===== src/common/lsu_settings.svh =====
// load/store unit settings
// bus widths and the outstanding transaction limit shared by RTL and testbench

`ifndef LSU_SETTINGS_SVH
`define LSU_SETTINGS_SVH

// data and address width of the bus
`define LSU_DATA_W 32

// one byte enable per byte lane
`define LSU_BE_W 4

// granted requests that may still wait for rvalid
`define LSU_MAX_OUTSTANDING 2

// counter must hold 0..LSU_MAX_OUTSTANDING
`define LSU_CNT_W 2

`endif


===== src/common/lsu_pkg.sv =====
// load/store unit types
// access size and load extension encodings as driven by the EX stage

package lsu_pkg;

  ////////////////////////////////////////////////////////////
  // access size
  ////////////////////////////////////////////////////////////

  // 2'b11 is decoded as a byte access as well
  typedef enum logic [1:0] {
    TYPE_WORD = 2'b00,  // 32 bit
    TYPE_HALF = 2'b01,  // 16 bit
    TYPE_BYTE = 2'b10   // 8 bit
  } data_type_e;

  ////////////////////////////////////////////////////////////
  // load extension
  ////////////////////////////////////////////////////////////

  // 2'b11 falls back to sign extension
  typedef enum logic [1:0] {
    EXT_ZERO = 2'b00,  // fill upper bits with 0
    EXT_SIGN = 2'b01,  // replicate msb of loaded value
    EXT_ONE  = 2'b10   // fill upper bits with 1
  } ext_mode_e;

endpackage


===== src/rtl/load_store_unit.sv =====
// load/store unit top
// connects request generation, transaction control and read data alignment
// to the EX stage and to a req/gnt + rvalid data bus

`timescale 1ns/10ps
`include "lsu_settings.svh"

module load_store_unit (
  input  logic                   clk,
  input  logic                   rst_n,

  // data bus
  output logic                   data_req_o,
  input  logic                   data_gnt_i,
  input  logic                   data_rvalid_i,
  output logic [`LSU_DATA_W-1:0] data_addr_o,
  output logic                   data_we_o,
  output logic [`LSU_BE_W-1:0]   data_be_o,
  output logic [`LSU_DATA_W-1:0] data_wdata_o,
  input  logic [`LSU_DATA_W-1:0] data_rdata_i,

  // EX stage
  input  logic                   data_we_ex_i,
  input  lsu_pkg::data_type_e    data_type_ex_i,
  input  logic [`LSU_DATA_W-1:0] data_wdata_ex_i,
  input  logic [1:0]             data_reg_offset_ex_i,
  input  lsu_pkg::ext_mode_e     data_sign_ext_ex_i,
  input  logic                   data_req_ex_i,
  input  logic [`LSU_DATA_W-1:0] operand_a_ex_i,
  input  logic [`LSU_DATA_W-1:0] operand_b_ex_i,
  input  logic                   addr_useincr_ex_i,
  input  logic                   data_misaligned_ex_i,  // second phase in EX
  output logic                   data_misaligned_o,     // to controller
  output logic [`LSU_DATA_W-1:0] data_rdata_ex_o,

  // stall and status
  output logic                   lsu_ready_ex_o,
  output logic                   lsu_ready_wb_o,
  output logic                   busy_o
);

  logic                   trans_valid;
  logic                   trans_ready;
  logic [`LSU_DATA_W-1:0] trans_addr;
  logic [`LSU_BE_W-1:0]   trans_be;
  logic [`LSU_DATA_W-1:0] trans_wdata;
  logic                   resp_valid;
  logic [`LSU_DATA_W-1:0] resp_rdata;
  logic                   ctrl_update;
  logic [1:0]             addr_lsb;     // offset for the WB registers

  ////////////////////////////////////////////////////////////
  // bus mapping
  ////////////////////////////////////////////////////////////

  // EX holds its inputs until grant, so requests are stable on the bus
  assign trans_ready  = data_gnt_i;
  assign data_req_o   = trans_valid;
  assign data_addr_o  = trans_addr;
  assign data_we_o    = data_we_ex_i;
  assign data_be_o    = trans_be;
  assign data_wdata_o = trans_wdata;
  assign resp_valid   = data_rvalid_i;
  assign resp_rdata   = data_rdata_i;

  lsu_req_gen u_req_gen (
    .operand_a_i       (operand_a_ex_i),
    .operand_b_i       (operand_b_ex_i),
    .addr_useincr_i    (addr_useincr_ex_i),
    .data_type_i       (data_type_ex_i),
    .data_reg_offset_i (data_reg_offset_ex_i),
    .data_wdata_i      (data_wdata_ex_i),
    .data_req_i        (data_req_ex_i),
    .data_misaligned_i (data_misaligned_ex_i),
    .addr_lsb_o        (addr_lsb),
    .data_misaligned_o (data_misaligned_o),
    .trans_addr_o      (trans_addr),
    .trans_be_o        (trans_be),
    .trans_wdata_o     (trans_wdata)
  );

  lsu_txn_ctrl u_txn_ctrl (
    .clk            (clk),
    .rst_n          (rst_n),
    .data_req_i     (data_req_ex_i),
    .trans_ready_i  (trans_ready),
    .resp_valid_i   (resp_valid),
    .trans_valid_o  (trans_valid),
    .lsu_ready_ex_o (lsu_ready_ex_o),
    .lsu_ready_wb_o (lsu_ready_wb_o),
    .busy_o         (busy_o),
    .ctrl_update_o  (ctrl_update)
  );

  lsu_rdata_align u_rdata_align (
    .clk                  (clk),
    .rst_n                (rst_n),
    .ctrl_update_i        (ctrl_update),
    .data_type_i          (data_type_ex_i),
    .ext_mode_i           (data_sign_ext_ex_i),
    .data_we_i            (data_we_ex_i),
    .addr_lsb_i           (addr_lsb),
    .resp_valid_i         (resp_valid),
    .resp_rdata_i         (resp_rdata),
    .data_misaligned_ex_i (data_misaligned_ex_i),
    .data_misaligned_i    (data_misaligned_o),
    .data_rdata_o         (data_rdata_ex_o)
  );

endmodule


===== src/rtl/lsu_rdata_align.sv =====
// lsu read data alignment
// keeps the WB copy of the access control, picks the addressed bytes out of
// the response, joins split loads with the held first beat and extends

`timescale 1ns/10ps
`include "lsu_settings.svh"

module lsu_rdata_align (
  input  logic                   clk,
  input  logic                   rst_n,
  input  logic                   ctrl_update_i,         // EX access moves to WB
  input  lsu_pkg::data_type_e    data_type_i,
  input  lsu_pkg::ext_mode_e     ext_mode_i,
  input  logic                   data_we_i,
  input  logic [1:0]             addr_lsb_i,
  input  logic                   resp_valid_i,
  input  logic [`LSU_DATA_W-1:0] resp_rdata_i,
  input  logic                   data_misaligned_ex_i,  // EX is in second phase
  input  logic                   data_misaligned_i,     // EX first phase is split
  output logic [`LSU_DATA_W-1:0] data_rdata_o
);

  import lsu_pkg::*;

  data_type_e             data_type_q;
  logic [1:0]             rdata_offset_q;  // byte offset of the WB access
  ext_mode_e              ext_mode_q;
  logic                   data_we_q;       // stores return no data

  logic [`LSU_DATA_W-1:0] rdata_q;         // first beat or last result
  logic [`LSU_DATA_W-1:0] rdata_w_ext;     // word assembled from one or two beats
  logic [15:0]            rdata_h_raw;
  logic [7:0]             rdata_b_raw;
  logic [`LSU_DATA_W-1:0] data_rdata_ext;

  // fill the upper bits of a byte or halfword according to the mode
  function automatic logic [`LSU_DATA_W-1:0] extend_val(
    input logic [15:0] val,
    input logic        is_byte,
    input ext_mode_e   mode
  );
    logic                   fill;
    logic [`LSU_DATA_W-1:0] res;
    case (mode)
      EXT_ZERO: fill = 1'b0;
      EXT_ONE:  fill = 1'b1;
      default:  fill = is_byte ? val[7] : val[15];  // sign extension also for 2'b11
    endcase
    res = {{(`LSU_DATA_W-16){fill}}, val};
    if (is_byte) begin
      res[15:8] = {8{fill}};
    end
    return res;
  endfunction

  ////////////////////////////////////////////////////////////
  // WB control registers
  ////////////////////////////////////////////////////////////

  always_ff @(posedge clk or negedge rst_n) begin
    if (!rst_n) begin
      data_type_q    <= TYPE_WORD;
      rdata_offset_q <= 2'b00;
      ext_mode_q     <= EXT_ZERO;
      data_we_q      <= 1'b0;
    end else if (ctrl_update_i) begin  // granted and now waiting on rvalid
      data_type_q    <= data_type_i;
      rdata_offset_q <= addr_lsb_i;
      ext_mode_q     <= ext_mode_i;
      data_we_q      <= data_we_i;
    end
  end

  ////////////////////////////////////////////////////////////
  // byte selection
  ////////////////////////////////////////////////////////////

  // split word takes its low bytes from the held first beat
  always_comb begin
    case (rdata_offset_q)
      2'b00:   rdata_w_ext = resp_rdata_i;
      2'b01:   rdata_w_ext = {resp_rdata_i[7:0], rdata_q[`LSU_DATA_W-1:8]};
      2'b10:   rdata_w_ext = {resp_rdata_i[15:0], rdata_q[`LSU_DATA_W-1:16]};
      default: rdata_w_ext = {resp_rdata_i[23:0], rdata_q[`LSU_DATA_W-1:24]};
    endcase
  end

  always_comb begin
    case (rdata_offset_q)
      2'b00:   rdata_h_raw = resp_rdata_i[15:0];
      2'b01:   rdata_h_raw = resp_rdata_i[23:8];
      2'b10:   rdata_h_raw = resp_rdata_i[31:16];
      default: rdata_h_raw = {resp_rdata_i[7:0], rdata_q[31:24]};  // split half
    endcase
  end

  always_comb begin
    case (rdata_offset_q)
      2'b00:   rdata_b_raw = resp_rdata_i[7:0];
      2'b01:   rdata_b_raw = resp_rdata_i[15:8];
      2'b10:   rdata_b_raw = resp_rdata_i[23:16];
      default: rdata_b_raw = resp_rdata_i[31:24];
    endcase
  end

  // words are never extended
  always_comb begin
    case (data_type_q)
      TYPE_WORD: data_rdata_ext = rdata_w_ext;
      TYPE_HALF: data_rdata_ext = extend_val(rdata_h_raw, 1'b0, ext_mode_q);
      default:   data_rdata_ext = extend_val({8'h00, rdata_b_raw}, 1'b1, ext_mode_q);
    endcase
  end

  ////////////////////////////////////////////////////////////
  // held read data
  ////////////////////////////////////////////////////////////

  always_ff @(posedge clk or negedge rst_n) begin
    if (!rst_n) begin
      rdata_q <= '0;
    end else if (resp_valid_i && !data_we_q) begin
      if (data_misaligned_ex_i || data_misaligned_i) begin
        rdata_q <= resp_rdata_i;    // raw beat merged on the next rvalid
      end else begin
        rdata_q <= data_rdata_ext;  // final value for the register file
      end
    end
  end

  assign data_rdata_o = resp_valid_i ? data_rdata_ext : rdata_q;

endmodule


===== src/rtl/lsu_req_gen.sv =====
// lsu request generation
// forms the effective address, flags accesses that need a second beat,
// builds byte enables and rotates store data into its byte lanes

`timescale 1ns/10ps
`include "lsu_settings.svh"

module lsu_req_gen (
  input  logic [`LSU_DATA_W-1:0] operand_a_i,        // base from register file
  input  logic [`LSU_DATA_W-1:0] operand_b_i,        // offset or increment
  input  logic                   addr_useincr_i,     // 1 -> a + b, 0 -> a only
  input  lsu_pkg::data_type_e    data_type_i,
  input  logic [1:0]             data_reg_offset_i,  // byte offset inside store reg
  input  logic [`LSU_DATA_W-1:0] data_wdata_i,
  input  logic                   data_req_i,
  input  logic                   data_misaligned_i,  // second phase of split access
  output logic [1:0]             addr_lsb_o,
  output logic                   data_misaligned_o,  // first phase needs a second beat
  output logic [`LSU_DATA_W-1:0] trans_addr_o,
  output logic [`LSU_BE_W-1:0]   trans_be_o,
  output logic [`LSU_DATA_W-1:0] trans_wdata_o
);

  import lsu_pkg::*;

  logic [`LSU_DATA_W-1:0] data_addr_int;  // unaligned effective address
  logic [1:0]             wdata_offset;   // lane rotation for store data

  ////////////////////////////////////////////////////////////
  // address and misalignment
  ////////////////////////////////////////////////////////////

  assign data_addr_int = addr_useincr_i ? (operand_a_i + operand_b_i) : operand_a_i;
  assign addr_lsb_o    = data_addr_int[1:0];

  // second beat always targets the next word from lane 0
  assign trans_addr_o = data_misaligned_i ? {data_addr_int[`LSU_DATA_W-1:2], 2'b00}
                                          : data_addr_int;

  always_comb begin
    data_misaligned_o = 1'b0;
    if (data_req_i && !data_misaligned_i) begin
      case (data_type_i)
        TYPE_WORD: data_misaligned_o = (data_addr_int[1:0] != 2'b00);
        TYPE_HALF: data_misaligned_o = (data_addr_int[1:0] == 2'b11);
        default:   data_misaligned_o = 1'b0;  // a byte never straddles words
      endcase
    end
  end

  ////////////////////////////////////////////////////////////
  // byte enables
  ////////////////////////////////////////////////////////////

  always_comb begin
    case (data_type_i)
      TYPE_WORD: begin
        if (!data_misaligned_i) begin  // upper lanes of first word
          case (data_addr_int[1:0])
            2'b00:   trans_be_o = 4'b1111;
            2'b01:   trans_be_o = 4'b1110;
            2'b10:   trans_be_o = 4'b1100;
            default: trans_be_o = 4'b1000;
          endcase
        end else begin  // remaining low lanes of next word
          case (data_addr_int[1:0])
            2'b00:   trans_be_o = 4'b0000;  // aligned word has no second beat
            2'b01:   trans_be_o = 4'b0001;
            2'b10:   trans_be_o = 4'b0011;
            default: trans_be_o = 4'b0111;
          endcase
        end
      end

      TYPE_HALF: begin
        if (!data_misaligned_i) begin
          case (data_addr_int[1:0])
            2'b00:   trans_be_o = 4'b0011;
            2'b01:   trans_be_o = 4'b0110;
            2'b10:   trans_be_o = 4'b1100;
            default: trans_be_o = 4'b1000;  // low byte only, rest follows
          endcase
        end else begin
          trans_be_o = 4'b0001;  // only offset 3 splits a halfword
        end
      end

      default: begin  // byte, both codes
        case (data_addr_int[1:0])
          2'b00:   trans_be_o = 4'b0001;
          2'b01:   trans_be_o = 4'b0010;
          2'b10:   trans_be_o = 4'b0100;
          default: trans_be_o = 4'b1000;
        endcase
      end
    endcase
  end

  ////////////////////////////////////////////////////////////
  // store data rotation
  ////////////////////////////////////////////////////////////

  // rotate left by (address offset - register offset) bytes
  assign wdata_offset = data_addr_int[1:0] - data_reg_offset_i;

  always_comb begin
    case (wdata_offset)
      2'b00:   trans_wdata_o = data_wdata_i;
      2'b01:   trans_wdata_o = {data_wdata_i[23:0], data_wdata_i[`LSU_DATA_W-1:24]};
      2'b10:   trans_wdata_o = {data_wdata_i[15:0], data_wdata_i[`LSU_DATA_W-1:16]};
      default: trans_wdata_o = {data_wdata_i[7:0], data_wdata_i[`LSU_DATA_W-1:8]};
    endcase
  end

endmodule


===== src/rtl/lsu_txn_ctrl.sv =====
// lsu transaction control
// tracks granted requests still waiting for a response and derives
// request valid, EX/WB readiness, busy and the WB register update

`timescale 1ns/10ps
`include "lsu_settings.svh"

module lsu_txn_ctrl (
  input  logic clk,
  input  logic rst_n,
  input  logic data_req_i,      // EX wants a bus access
  input  logic trans_ready_i,   // grant
  input  logic resp_valid_i,    // rvalid
  output logic trans_valid_o,
  output logic lsu_ready_ex_o,
  output logic lsu_ready_wb_o,
  output logic busy_o,
  output logic ctrl_update_o    // load WB control registers
);

  logic [`LSU_CNT_W-1:0] cnt_q;     // outstanding transactions
  logic [`LSU_CNT_W-1:0] next_cnt;
  logic                  count_up;  // request accepted this cycle
  logic                  count_down;

  ////////////////////////////////////////////////////////////
  // request and readiness
  ////////////////////////////////////////////////////////////

  // no path from rvalid to the request, the limit alone gates it
  assign trans_valid_o = data_req_i && (cnt_q < `LSU_MAX_OUTSTANDING);

  assign lsu_ready_wb_o = (cnt_q == '0) ? 1'b1 : resp_valid_i;

  // with WB occupied, EX and WB may only advance together
  assign lsu_ready_ex_o = !data_req_i        ? 1'b1 :
                          (cnt_q == 2'd0)    ? (trans_valid_o && trans_ready_i) :
                          (cnt_q == 2'd1)    ? (resp_valid_i && trans_valid_o && trans_ready_i) :
                                               resp_valid_i;

  assign ctrl_update_o = lsu_ready_ex_o && data_req_i;

  assign busy_o = (cnt_q != '0) || trans_valid_o;  // counts a request still in flight

  ////////////////////////////////////////////////////////////
  // outstanding counter
  ////////////////////////////////////////////////////////////

  assign count_up   = trans_valid_o && trans_ready_i;
  assign count_down = resp_valid_i;  // responses come only for granted requests

  always_comb begin
    case ({count_up, count_down})
      2'b10:   next_cnt = cnt_q + 1'b1;
      2'b01:   next_cnt = cnt_q - 1'b1;
      default: next_cnt = cnt_q;  // idle, or one in and one out
    endcase
  end

  always_ff @(posedge clk or negedge rst_n) begin
    if (!rst_n) begin
      cnt_q <= '0;
    end else begin
      cnt_q <= next_cnt;
    end
  end

endmodule


===== config.mk =====
export PLATFORM = sky130hd
export DESIGN_NAME = load_store_unit
export DESIGN_NICKNAME = d
export VERILOG_FILES = /design/src/common/lsu_pkg.sv /design/src/rtl/load_store_unit.sv /design/src/rtl/lsu_rdata_align.sv /design/src/rtl/lsu_req_gen.sv /design/src/rtl/lsu_txn_ctrl.sv
export VERILOG_INCLUDE_DIRS = /design/src /design/src/common
export SDC_FILE = /design/constraint.sdc
export NUM_CORES = 1
export LEC_CHECK = 0
export BUFFER_PORTS_ARGS = -buffer_cell sky130_fd_sc_hd__buf_4
export CAP_MARGIN = 20
export CORE_UTILIZATION = 35
export CTS_BUF_LIST = sky130_fd_sc_hd__clkbuf_16
export DETAILED_ROUTE_END_ITERATION = 8
export SYNTH_ARGS = -nofsm -noshare
export SYNTH_HDL_FRONTEND = slang
export SYNTH_SLANG_ARGS = --single-unit

===== constraint.sdc =====
create_clock -name clk -period 5.9 [get_ports clk]
set_input_delay 0.295 -clock clk [delete_from_list [all_inputs] [get_ports clk]]
set_output_delay 0.295 -clock clk [all_outputs]
set_load 0.005 [all_outputs]

Yosys cells after proc, flatten, opt, wreduce, memory -nomap -nowiden

Cells that the tools add are included.

Add/subtract/negate cells: 4
$lt $le $gt $ge: 1
Eq/ne operators: 13
Muxes and demuxes: 25
Reductions and logical operators: 21

Operators with widths:

| cell                | count |
|---|---|
| $pmux 32 s3         | 2 |
| $mux 32             | 3 |
| $pmux 32 s2         | 1 |
| $pmux 16 s3         | 1 |
| $add 32x32->32      | 1 |
| $pmux 4 s3          | 2 |
| $pmux 8 s3          | 1 |
| $pmux 3 s3          | 2 |
| $eq 2x1->1 const B  | 7 |
| $logic_not 2->1     | 7 |
| $eq 2x2->1 const B  | 6 |
| $mux 4              | 2 |
| $pmux 4 s2          | 1 |
| $logic_and 1x1->1   | 7 |
| $pmux 1 s2          | 3 |
| $reduce_bool 2->1   | 3 |
| $mux 1              | 5 |
| $pmux 2 s2          | 1 |
| $add 2x1->2 const B | 1 |
| $logic_not 1->1     | 2 |
| $logic_or 1x1->1    | 2 |
| $lt 2x2->1 const B  | 1 |
| $mux 2              | 1 |
| $sub 2x1->2 const B | 1 |
| $sub 2x2->2         | 1 |

Register bits: 41
Input port bits: 142
Output and inout bits: 106

Depth between registers and ports, before layout

Gate-level depths: netlist of the first run.

Word-level depth: 8
Gate-level depth with buffers: 15

Cells and area by module

Synthesis of the first run repeated with hierarchy kept, for this count alone.

Cell total of the unflattened synthesis: 825
Area, all modules: 6786.5 um^2

Modules (own cells, without submodules):

| module          | instances | cells each | area an instance (um^2) | seq. area each (um^2) |
|---|---|---|---|---|
| lsu_rdata_align | 1         | 423        | 3603.5                  | 975.9 |
| lsu_req_gen     | 1         | 380        | 3000.4                  | 0.0 |
| lsu_txn_ctrl    | 1         | 21         | 175.2                   | 50.0 |
| load_store_unit | 1         | 1          | 7.5                     | 0.0 |

Worst setup path after synthesis of the first run

No wires, ideal clock.

Kind: input to register
Start point: input operand_a_ex_i[0]
End point: register u_rdata_align.rdata_q[22]
Library setup time: 0.064 ns
Data arrival time: 2.792 ns
Slack: 3.044 ns
Stages on the path: 15
Path buffers: 2
Cells stage by stage: ha_1 -> inv_1 -> fa_1 -> nand2_1 -> o21ai_2 -> inv_1 -> ha_1 -> a21oi_1 -> nor4b_1 -> nor2_1 -> clkbuf_1 -> clkbuf_1 -> nor2_1 -> a211oi_1 -> a21o_1

Longest elaborated chain between the ends: 7

RTL lines:

| what                                            | line                                 | RTL |
|---|---|---|
| from (decl)                                     | load_store_unit.sv:29                | `` input logic [`LSU_DATA_W-1:0] operand_a_ex_i, `` |
| $add 32x32->32 *                                | lsu_req_gen.sv:33                    | `assign data_addr_int = addr_useincr_i ? (operand_a_i + operand_b_i) : operand_a_i;` |
| $mux 32 *                                       | lsu_req_gen.sv:33                    |  |
| named net addr_lsb[1]                           | load_store_unit.sv:50                | `logic [1:0] addr_lsb;` |
| $eq 2x2->1 or $reduce_bool 2->1 (tied branches) | lsu_req_gen.sv:45, lsu_req_gen.sv:44 |  |
| $pmux 1 s2 *                                    | lsu_req_gen.sv:43                    | `case (data_type_i)` |
| $mux 1 *                                        | lsu_req_gen.sv:42                    | `if (data_req_i && !data_misaligned_i) begin` |
| named net data_misaligned_o                     | load_store_unit.sv:33                | `output logic data_misaligned_o,` |
| $logic_or 1x1->1 *                              | lsu_rdata_align.sv:123               | `if (data_misaligned_ex_i \|\| data_misaligned_i) begin` |
| $mux 32 *                                       | lsu_rdata_align.sv:123               |  |
| to (signal assigned)                            | lsu_rdata_align.sv:124               | `rdata_q <= resp_rdata_i;` |
| to (signal assigned)                            | lsu_rdata_align.sv:126               | `rdata_q <= data_rdata_ext;` |
| to (decl)                                       | lsu_rdata_align.sv:30                | `` logic [`LSU_DATA_W-1:0] rdata_q; `` |

Mark *: on every way through the listed nets, which the timed path passes. The rest lies on a longest branch.
A chain may end at the register's enable or synchronous reset.

Worst setup path after layout of the first run

Start point: register u_rdata_align.rdata_offset_q[1]
End point: output data_rdata_ex_o[17]

Longest elaborated chain between the ends: 5

RTL lines:

| what                                      | line                                                                | RTL |
|---|---|---|
| from (decl)                               | lsu_rdata_align.sv:26                                               | `logic [1:0] rdata_offset_q;` |
| from (signal assigned)                    | lsu_rdata_align.sv:68                                               | `rdata_offset_q <= addr_lsb_i;` |
| $eq 2x2->1 (tied with other cells)        | lsu_rdata_align.sv:80, lsu_rdata_align.sv:89, lsu_rdata_align.sv:98 |  |
| $pmux 8 s3 or $pmux 16 s3 (tied branches) | lsu_rdata_align.sv:98, lsu_rdata_align.sv:89                        |  |
| $pmux 1 s2                                | lsu_rdata_align.sv:44                                               | `case (mode)` |
| $pmux 32 s2 *                             | lsu_rdata_align.sv:108                                              | `case (data_type_q)` |
| $mux 32 *                                 | lsu_rdata_align.sv:131                                              | `assign data_rdata_o = resp_valid_i ? data_rdata_ext : rdata_q;` |
| to (decl)                                 | load_store_unit.sv:34                                               | `` output logic [`LSU_DATA_W-1:0] data_rdata_ex_o, `` |

Every way passes the cells marked *; elsewhere a longest branch is shown, timed or not.

==> summary.txt, run 1 <==
STA
  – Fin crit period: 3.63 ns
  – Final Hold Fails: 10
  – RSZ-0062 raised after global routing: no
  – Final Skew: 0.00871 ns
  – Final setup viols: 0
  – Hold Slack: -0.0153 ns
  – Fin. max-slew vios: 0
  – Fmax: 275 MHz
  – Slew @ Worst Pin: 0.915 ns
  – Tcrit/Tclk final: 61.6%
  – Max_slew headroom: about two fifths
  – Final TNS setup: 0 ns

Layout
  – Area of the multi-input gates: 0.00548 sq mm
  – Antenna fix cells: 0
  – Final Core Density: 47.4%
  – Most frequent cells in the layout: 253 x buf_4, 90 x mux2i_1, 81 x nor2_1, 81 x a21oi_1, 76 x nand2_1
  – Layout cells sized above 1: 33.0%
  – Area grow syn2layout: 31.0%
  – Layout Nets: 1,239
  – Leading cell type in the layout, fill and taps excluded: buf_4
  – Layout filler cell count: 1,914
  – Total area of sequential cells: 0.00103 sq mm

Clock network
  – Clk_lat worst skew: just under 0.3 ns
  – CTS tree: done
  – Post-CTS sizing: 0
  – Sink Count: 41
  – CTS buffer count: 5
  – Htree depth: 2
  – Reg clk slew, reported paths: 0.06 ns
  – Post-CTS Setup Repair Bufs: 0
  – CTS root buffer: clkbuf_16
  – Longest Clk Path Bufs: 2
  – Post-cts hold buffer count: 0

Global route
  – Pin count of the biggest net entering global routing: 65
  – First-pass GRT wire length: 36,100 um
  – Initial antenna violation count: 0
  – Overall routing resource usage: between 20 and 25%
  – Via count of the first global-routing pass: 6,892
  – GRT Residual Overflow: 0

Drt
  – Via count: between 7k and 8k
  – First drt pass iteration count: 6
  – Drt wl/cell: about 18 um
  – Drt via density: 5.55
  – 1st-iter DRT viols: 522
  – Residual DRC: 0
  – Final wirelength: 23,300 um
  – Post-DRT Antenna Nets: 0

Run status
  – Violated checks: hold timing
  – Status: finished with violations

Worst setup path
  – CP max FO: 34
  – Critical Path AT: 3.34 ns
  – CP Capture Type: output pin
  – Required @ worst endpoint: around 5.6 ns
  – Setup CP Type: register to output pin
  – CP most frequent cell: a21oi_1
  – CP max stage delay: roughly 0.76 ns
  – CP Cell Sequence: buf_4 -> nand2_1 -> nor2_1 -> nand3b_1 -> a21oi_1 -> or2_1 -> a21oi_1 -> a21oi_1 -> buf_4
  – CP startpoint kind: register
  – Slowest stage cell, crit path: dfrtp_2

Logic synthesis
  – Post-synth top area share: 15.0%
  – Yosys cell types: 69
  – Flops & latches, synth: a little over 40
  – Area leader, netlist: dfrtp_1
  – Async SR Flop Fraction: 100%
  – Synth Cell Area: 0.00683 sq mm
  – Register area share after synthesis: 15.0%
  – Syn Area/Cell: between 7 and 8 sq um
  – Syn Inst Count: 857
  – Main area contributors after synthesis: dfrtp_1 15%, mux2i_1 13%, ha_1 7.9%
  – Syn_nets: 1,043
  – EDFF count, synth: 0
  – Yosys warns: 0
  – Ys flop type: dfrtp_1

Die
  – Chip Height: 142 um
  – Die footprint: 0.0201 sq mm
  – Row count: 50
  – Initial Util: between 30% and 40%
  – Core area: 0.0189 sq mm
  – I/O pins: 248
  – Die width: 142 um

Power and ir drop
  – Max VDD drop: 148 uV
  – PwrDens: about 360 mW/mm^2
  – Internal: 0.00170 W
  – Seq pwr share: 20.2%
  – Clock share of power: under 10%
  – Design Power: roughly 0.0032 W
  – Combinational group share of total power: a little under three quarters
  – Leak: 4.25 nW
  – Net Sw Frac: 46.5%
  – Sw power: about 0.0015 W

Worst hold path
  – Min-delay worst type: primary input to async pin

Placed design
  – GPL Wtd Cong: between 0.9 and 1
  – DP Wirelength: 18,400 um
  – Port Buffers: 247

Run
  – Max Cap Violations: 0
==> Yosys cell counts, types with 3 or more instances <==
cell type,instances
ha_1,43
nor2_1,83
o21ai_0,23
xnor2_1,20
a21o_1,37
mux2_2,41
and3_1,7
a221oi_1,6
mux2i_1,90
nand2_1,76
a21oi_2,12
buf_2,15
a21oi_1,81
nand2b_1,8
nand4_1,6
buf_1,7
a32o_1,5
xor2_1,14
mux4_2,15
dfrtp_1,41
o21a_1,9
a31oi_1,6
a211oi_1,19
clkbuf_1,40
a311oi_1,4
o211ai_1,3
buf_4,3
a22oi_1,6
o21ai_1,47
nand3b_1,10
inv_1,14
nor2b_1,8
nor3_1,3
nand3_1,10
a222oi_1,3
==> cell families (layout without fill, tap and decap cells) <==
family / Yosys count / count (layout) / synth area share [%]
and+or+nand+nor: 223 / 223 / 14.8
AOI/OAI and AO/OA: 285 / 285 / 27.2
muxes: 147 / 147 / 25.1
xor gates and xnor gates: 36 / 36 / 4.83
DFF: 41 / 41 / 15.0
adders and majority gates: 44 / 44 / 8.17
buffers and inverters: 81 / 277 / 5.00
==> layer usage <==
metal / routed length [um] / track usage, %
met5: 0 / 0
met4: 388 / 4.81
met3: 1730 / 4.89
met2: 11300 / 38.7
met1: 9870 / 28.3
==> worst max-delay path: cells and delay by family, from the launching register on <==
| family | cells | cell delay [ns] |
|---|---|---|
| AO/OA/AOI/OAI | 3 | 0.50 |
| buffers and inverters | 2 | 0.63 |
| flip-flops | 1 | 0.76 |
| AND/OR/NAND/NOR | 4 | 1.14 |
==> through the flow <==
stage / setup WS [ns] / hold slack (ns) / std cells / area, sq um
after detailed placement: 2.17 / 0.329 / 1305 / 8800
after CTS: 2.15 / 0.0261 / 1312 / 8940
after global routing: 1.99 / 0.0484 / 1313 / 8950
after global placement: 2.22 / 0.323 / 1304 / 8790
after floorplan: 3.04 / -0.000591 / 857 / 6830
final: 2.27 / -0.0153 / 1313 / 8950
==> flip-flops by register name, summed over array words and instances (netlist names) <==
name,cells
u_rdata_align.data_we_q,1
u_rdata_align.data_type_q,2
u_rdata_align.rdata_offset_q,2
u_rdata_align.ext_mode_q,2
u_rdata_align.rdata_q,32
u_txn_ctrl.cnt_q,2
==> final timing paths <==
| path | startpoint | end | slack (ns) | cells past startpoint |
|---|---|---|---|---|
| setup / recovery | u_rdata_align.rdata_offset_q[1]$_DFFE_PN0P_ | data_rdata_ex_o[17] | 2.27 | 9 |
| hold / removal | rst_n | u_rdata_align.rdata_q[26]$_DFFE_PN0P_ | -0.02 | 1 |
| setup reg to reg | u_rdata_align.rdata_offset_q[1]$_DFFE_PN0P_ | u_rdata_align.rdata_q[31]$_DFFE_PN0P_ | 2.77 | 9 |
| hold reg to reg | u_rdata_align.rdata_q[5]$_DFFE_PN0P_ | u_rdata_align.rdata_q[5]$_DFFE_PN0P_ | 0.49 | 2 |
| max in group asynchronous | rst_n | u_rdata_align.rdata_offset_q[0]$_DFFE_PN0P_ | 5.48 | 1 |
| min in group clk | data_sign_ext_ex_i[0] | u_rdata_align.ext_mode_q[0]$_DFFE_PN0P_ | 0.25 | 2 |
==> cell type report <==
class	count	area share, %
inverter	15	0.629
sequential	41	11.5
timing repair buffer	255	21.5
multi-input combinational	735	61.2
clock buffer	5	1.40
clock inverter	2	0.126
tap	260	3.63
==> power groups by stage <==
stage	combinational (W)	sequential (W)	clock (W)
floorplan	0.00161	0.000509	0
global placement	0.00226	0.000644	0
detailed placement	0.00227	0.000647	0
CTS	0.00228	0.000642	0.000270
global route	0.00250	0.000673	0.000286
finish	0.00228	0.000645	0.000268
No activity file was read; power rests on OpenSTA's default activity.
==> run 2: changes to the inputs <==
- clock period: 5.9 -> 3.7 ns (I/O delays scaled with it)
==> summary.txt, run 2 (synthesis results as in run 1) <==
Power and ir drop
  – Combinational group share of total power: 71.7%
  – Leak: 4.28 nW
  – Internal: 0.00280 W
  – Seq pwr share: 18.6%
  – Max VDD drop: 333 uV
  – Clock share of power: 9.7%
  – Sw power: 0.00242 W
  – Net Sw Frac: between 40 and 50%
  – PwrDens: 579 mW/mm^2

Drt
  – Drt via density: 5.57
  – Final wirelength: 23,700 um
  – Via count: 7,342
  – Drt wl/cell: 18.0 um
  – Residual DRC: 0
  – 1st-iter DRT viols: 483
  – Post-DRT Antenna Nets: 0
  – First drt pass iteration count: 7

STA
  – Final Skew: 0.00642 ns
  – Fin crit period: roughly 3.2 ns
  – RSZ-0062 raised after global routing: no
  – Slew @ Worst Pin: 0.922 ns
  – Max_slew headroom: 38.3%
  – Final worst slack: between 0.4 and 0.5 ns
  – Final Hold Fails: 0
  – Tcrit/Tclk final: 87.3%
  – Final TNS setup: 0 ns
  – Final setup viols: 0
  – Fmax: 310 MHz
  – Fin. max-slew vios: 0

Run status
  – Status: completed

Worst setup path
  – Worst r2r dst: u_rdata_align.rdata_q[18]$_DFFE_PN0P_
  – Crit path to: data_rdata_ex_o[17]
  – R2r worst-path depth: 8
  – CP Capture Type: output pin
  – CP max stage delay: 0.55 ns
  – CP Cell Sequence: mux4_2 -> nand2_1 -> a21boi_2 -> or2_1 -> buf_4 -> a21oi_1 -> a21oi_1 -> buf_4
  – Slowest stage cell, crit path: dfrtp_2
  – Critical Path AT: 3.05 ns
  – CP startpoint kind: register
  – Beginning of the critical path: u_rdata_align.rdata_offset_q[0]$_DFFE_PN0P_
  – Setup CP Type: register to output pin
  – Reg-to-Reg Start: u_rdata_align.rdata_offset_q[0]$_DFFE_PN0P_
  – CP max FO: 16
  – Required @ worst endpoint: ~3.5 ns
  – Setup slack, reg-to-reg: 0.96 ns

Placed design
  – GPL Wtd Cong: 0.902
  – Placed inst area: 0.00884 sq mm
  – Cells after DPL: around 1.3k
  – DP Wirelength: 18,600 um
  – Port Buffers: about 250
  – Worst slack, placed: 0.664 ns

Die
  – I/O pins: 248
  – Chip Height: 142 um
  – Core area: 0.0189 sq mm
  – Die width: 142 um
  – Row count: 50
  – Initial Util: 36.2%
  – Die footprint: 0.0201 sq mm

Layout
  – Antenna fix cells: 0
  – Most frequent cells in the layout: 257 x buf_4, 90 x mux2i_1, 81 x nor2_1, 81 x a21oi_1, 76 x nand2_1
  – Leading cell type in the layout, fill and taps excluded: buf_4
  – Layout Nets: 1,243
  – Fin area: 0.00901 sq mm
  – Layout cells sized above 1: 33.3%
  – Max reg flops: 32
  – Layout filler cell count: 1,980
  – Area grow syn2layout: 31.9%
  – Finished Layout Cells: 1,318
  – Final Core Density: between 40% and 50%
  – Largest Register: u_rdata_align.rdata_q

Clock network
  – Sink Count: 41
  – CTS root buffer: clkbuf_16
  – CTS buffer count: 5
  – Reg clk slew, reported paths: about 0.07 ns
  – CTS tree: done
  – Longest Clk Path Bufs: 2
  – Clk_lat worst skew: 0.29 ns
  – Htree depth: 2

Global route
  – Met1 Track Usage GR: roughly 29%
  – Via count of the first global-routing pass: between 6k and 7k
  – GR Util met2: about two fifths
  – Overall routing resource usage: a little under a quarter
  – Initial antenna violation count: 0
  – GRT Residual Overflow: 0
  – Pin count of the biggest net entering global routing: 65
  – First-pass GRT wire length: 36,400 um
  – Routing usage on met3: 4.59%
  – Peak-usage layer in the global routing report: met2

Run
  – Max Cap Violations: 0

Worst hold path
  – Min-delay worst type: primary input to register
  – Hold Path Depth: 2
-- run 2: power by group through the flow --
stage          sequential, W  combinational (W)  clock, W
2_1_floorplan       0.000811            0.00257         0
3_3_place_gp        0.000963            0.00372         0
3_5_place_dp        0.000969            0.00374         0
4_1_cts             0.000962            0.00376  0.000519
5_1_grt              0.00100            0.00410  0.000533
6_report            0.000969            0.00375  0.000507
-- run 2: worst max-delay path, delay by kind of cell (launching register included) --
kind / cells / cell delay, ns
buffers and inverters: 2 / 0.46
AO/OA/AOI/OAI: 3 / 0.78
multiplexers: 1 / 0.42
flip-flops: 1 / 0.55
AND/OR/NAND/NOR: 2 / 0.54
-- run 2: what timing repair did --
action                                  in CTS  in global routing
buffers inserted                             0                  0
hold buffers                                 1                  0
hold endpoints to repair                    41                  0
endpoints found under the setup margin       0                  0
resized for setup                            0                  0
-- run 2: layout make-up --
class	instances	area [sq um]	area share, %
multi-input cells	735	5480	60.8
clock buffers	5	125	1.39
repair buffers	259	1960	21.7
flip-flops and latches	41	1030	11.4
inverters	15	56.3	0.625
well taps	260	325	3.61
clock inverters	3	41.3	0.458
-- run 2: per-layer routing --
layer | part of all wire (%) | vias to the layer above
met2 | 49 | 264
li1 | - | 3568
met1 | 43 | 3496
met3 | 7.1 | 14
met5 | 0 | -
met4 | 0.80 | 0
-- run 2: through the flow --
step,hold WS [ns],power [W]
2_1_floorplan,-0.111,0.00338
3_3_place_gp,0.229,0.00468
3_5_place_dp,0.224,0.00471
4_1_cts,0.135,0.00524
5_1_grt,0.133,0.00563
6_report,0.134,0.00522
-- run 2: worst min path at each step --
| stage | from | end | slack (ns) |
|---|---|---|---|
| 6_report | data_sign_ext_ex_i[1] | u_rdata_align.ext_mode_q[1]$_DFFE_PN0P_ | 0.13 |
| 3_3_place_gp | rst_n | u_rdata_align.rdata_q[26]$_DFFE_PN0P_ | 0.23 |
| 4_1_cts | data_sign_ext_ex_i[1] | u_rdata_align.ext_mode_q[1]$_DFFE_PN0P_ | 0.13 |
| 2_1_floorplan | rst_n | u_rdata_align.data_type_q[0]$_DFFE_PN0P_ | -0.11 |
| 3_5_place_dp | rst_n | u_rdata_align.rdata_q[26]$_DFFE_PN0P_ | 0.22 |
| 5_1_grt | data_sign_ext_ex_i[1] | u_rdata_align.ext_mode_q[1]$_DFFE_PN0P_ | 0.13 |
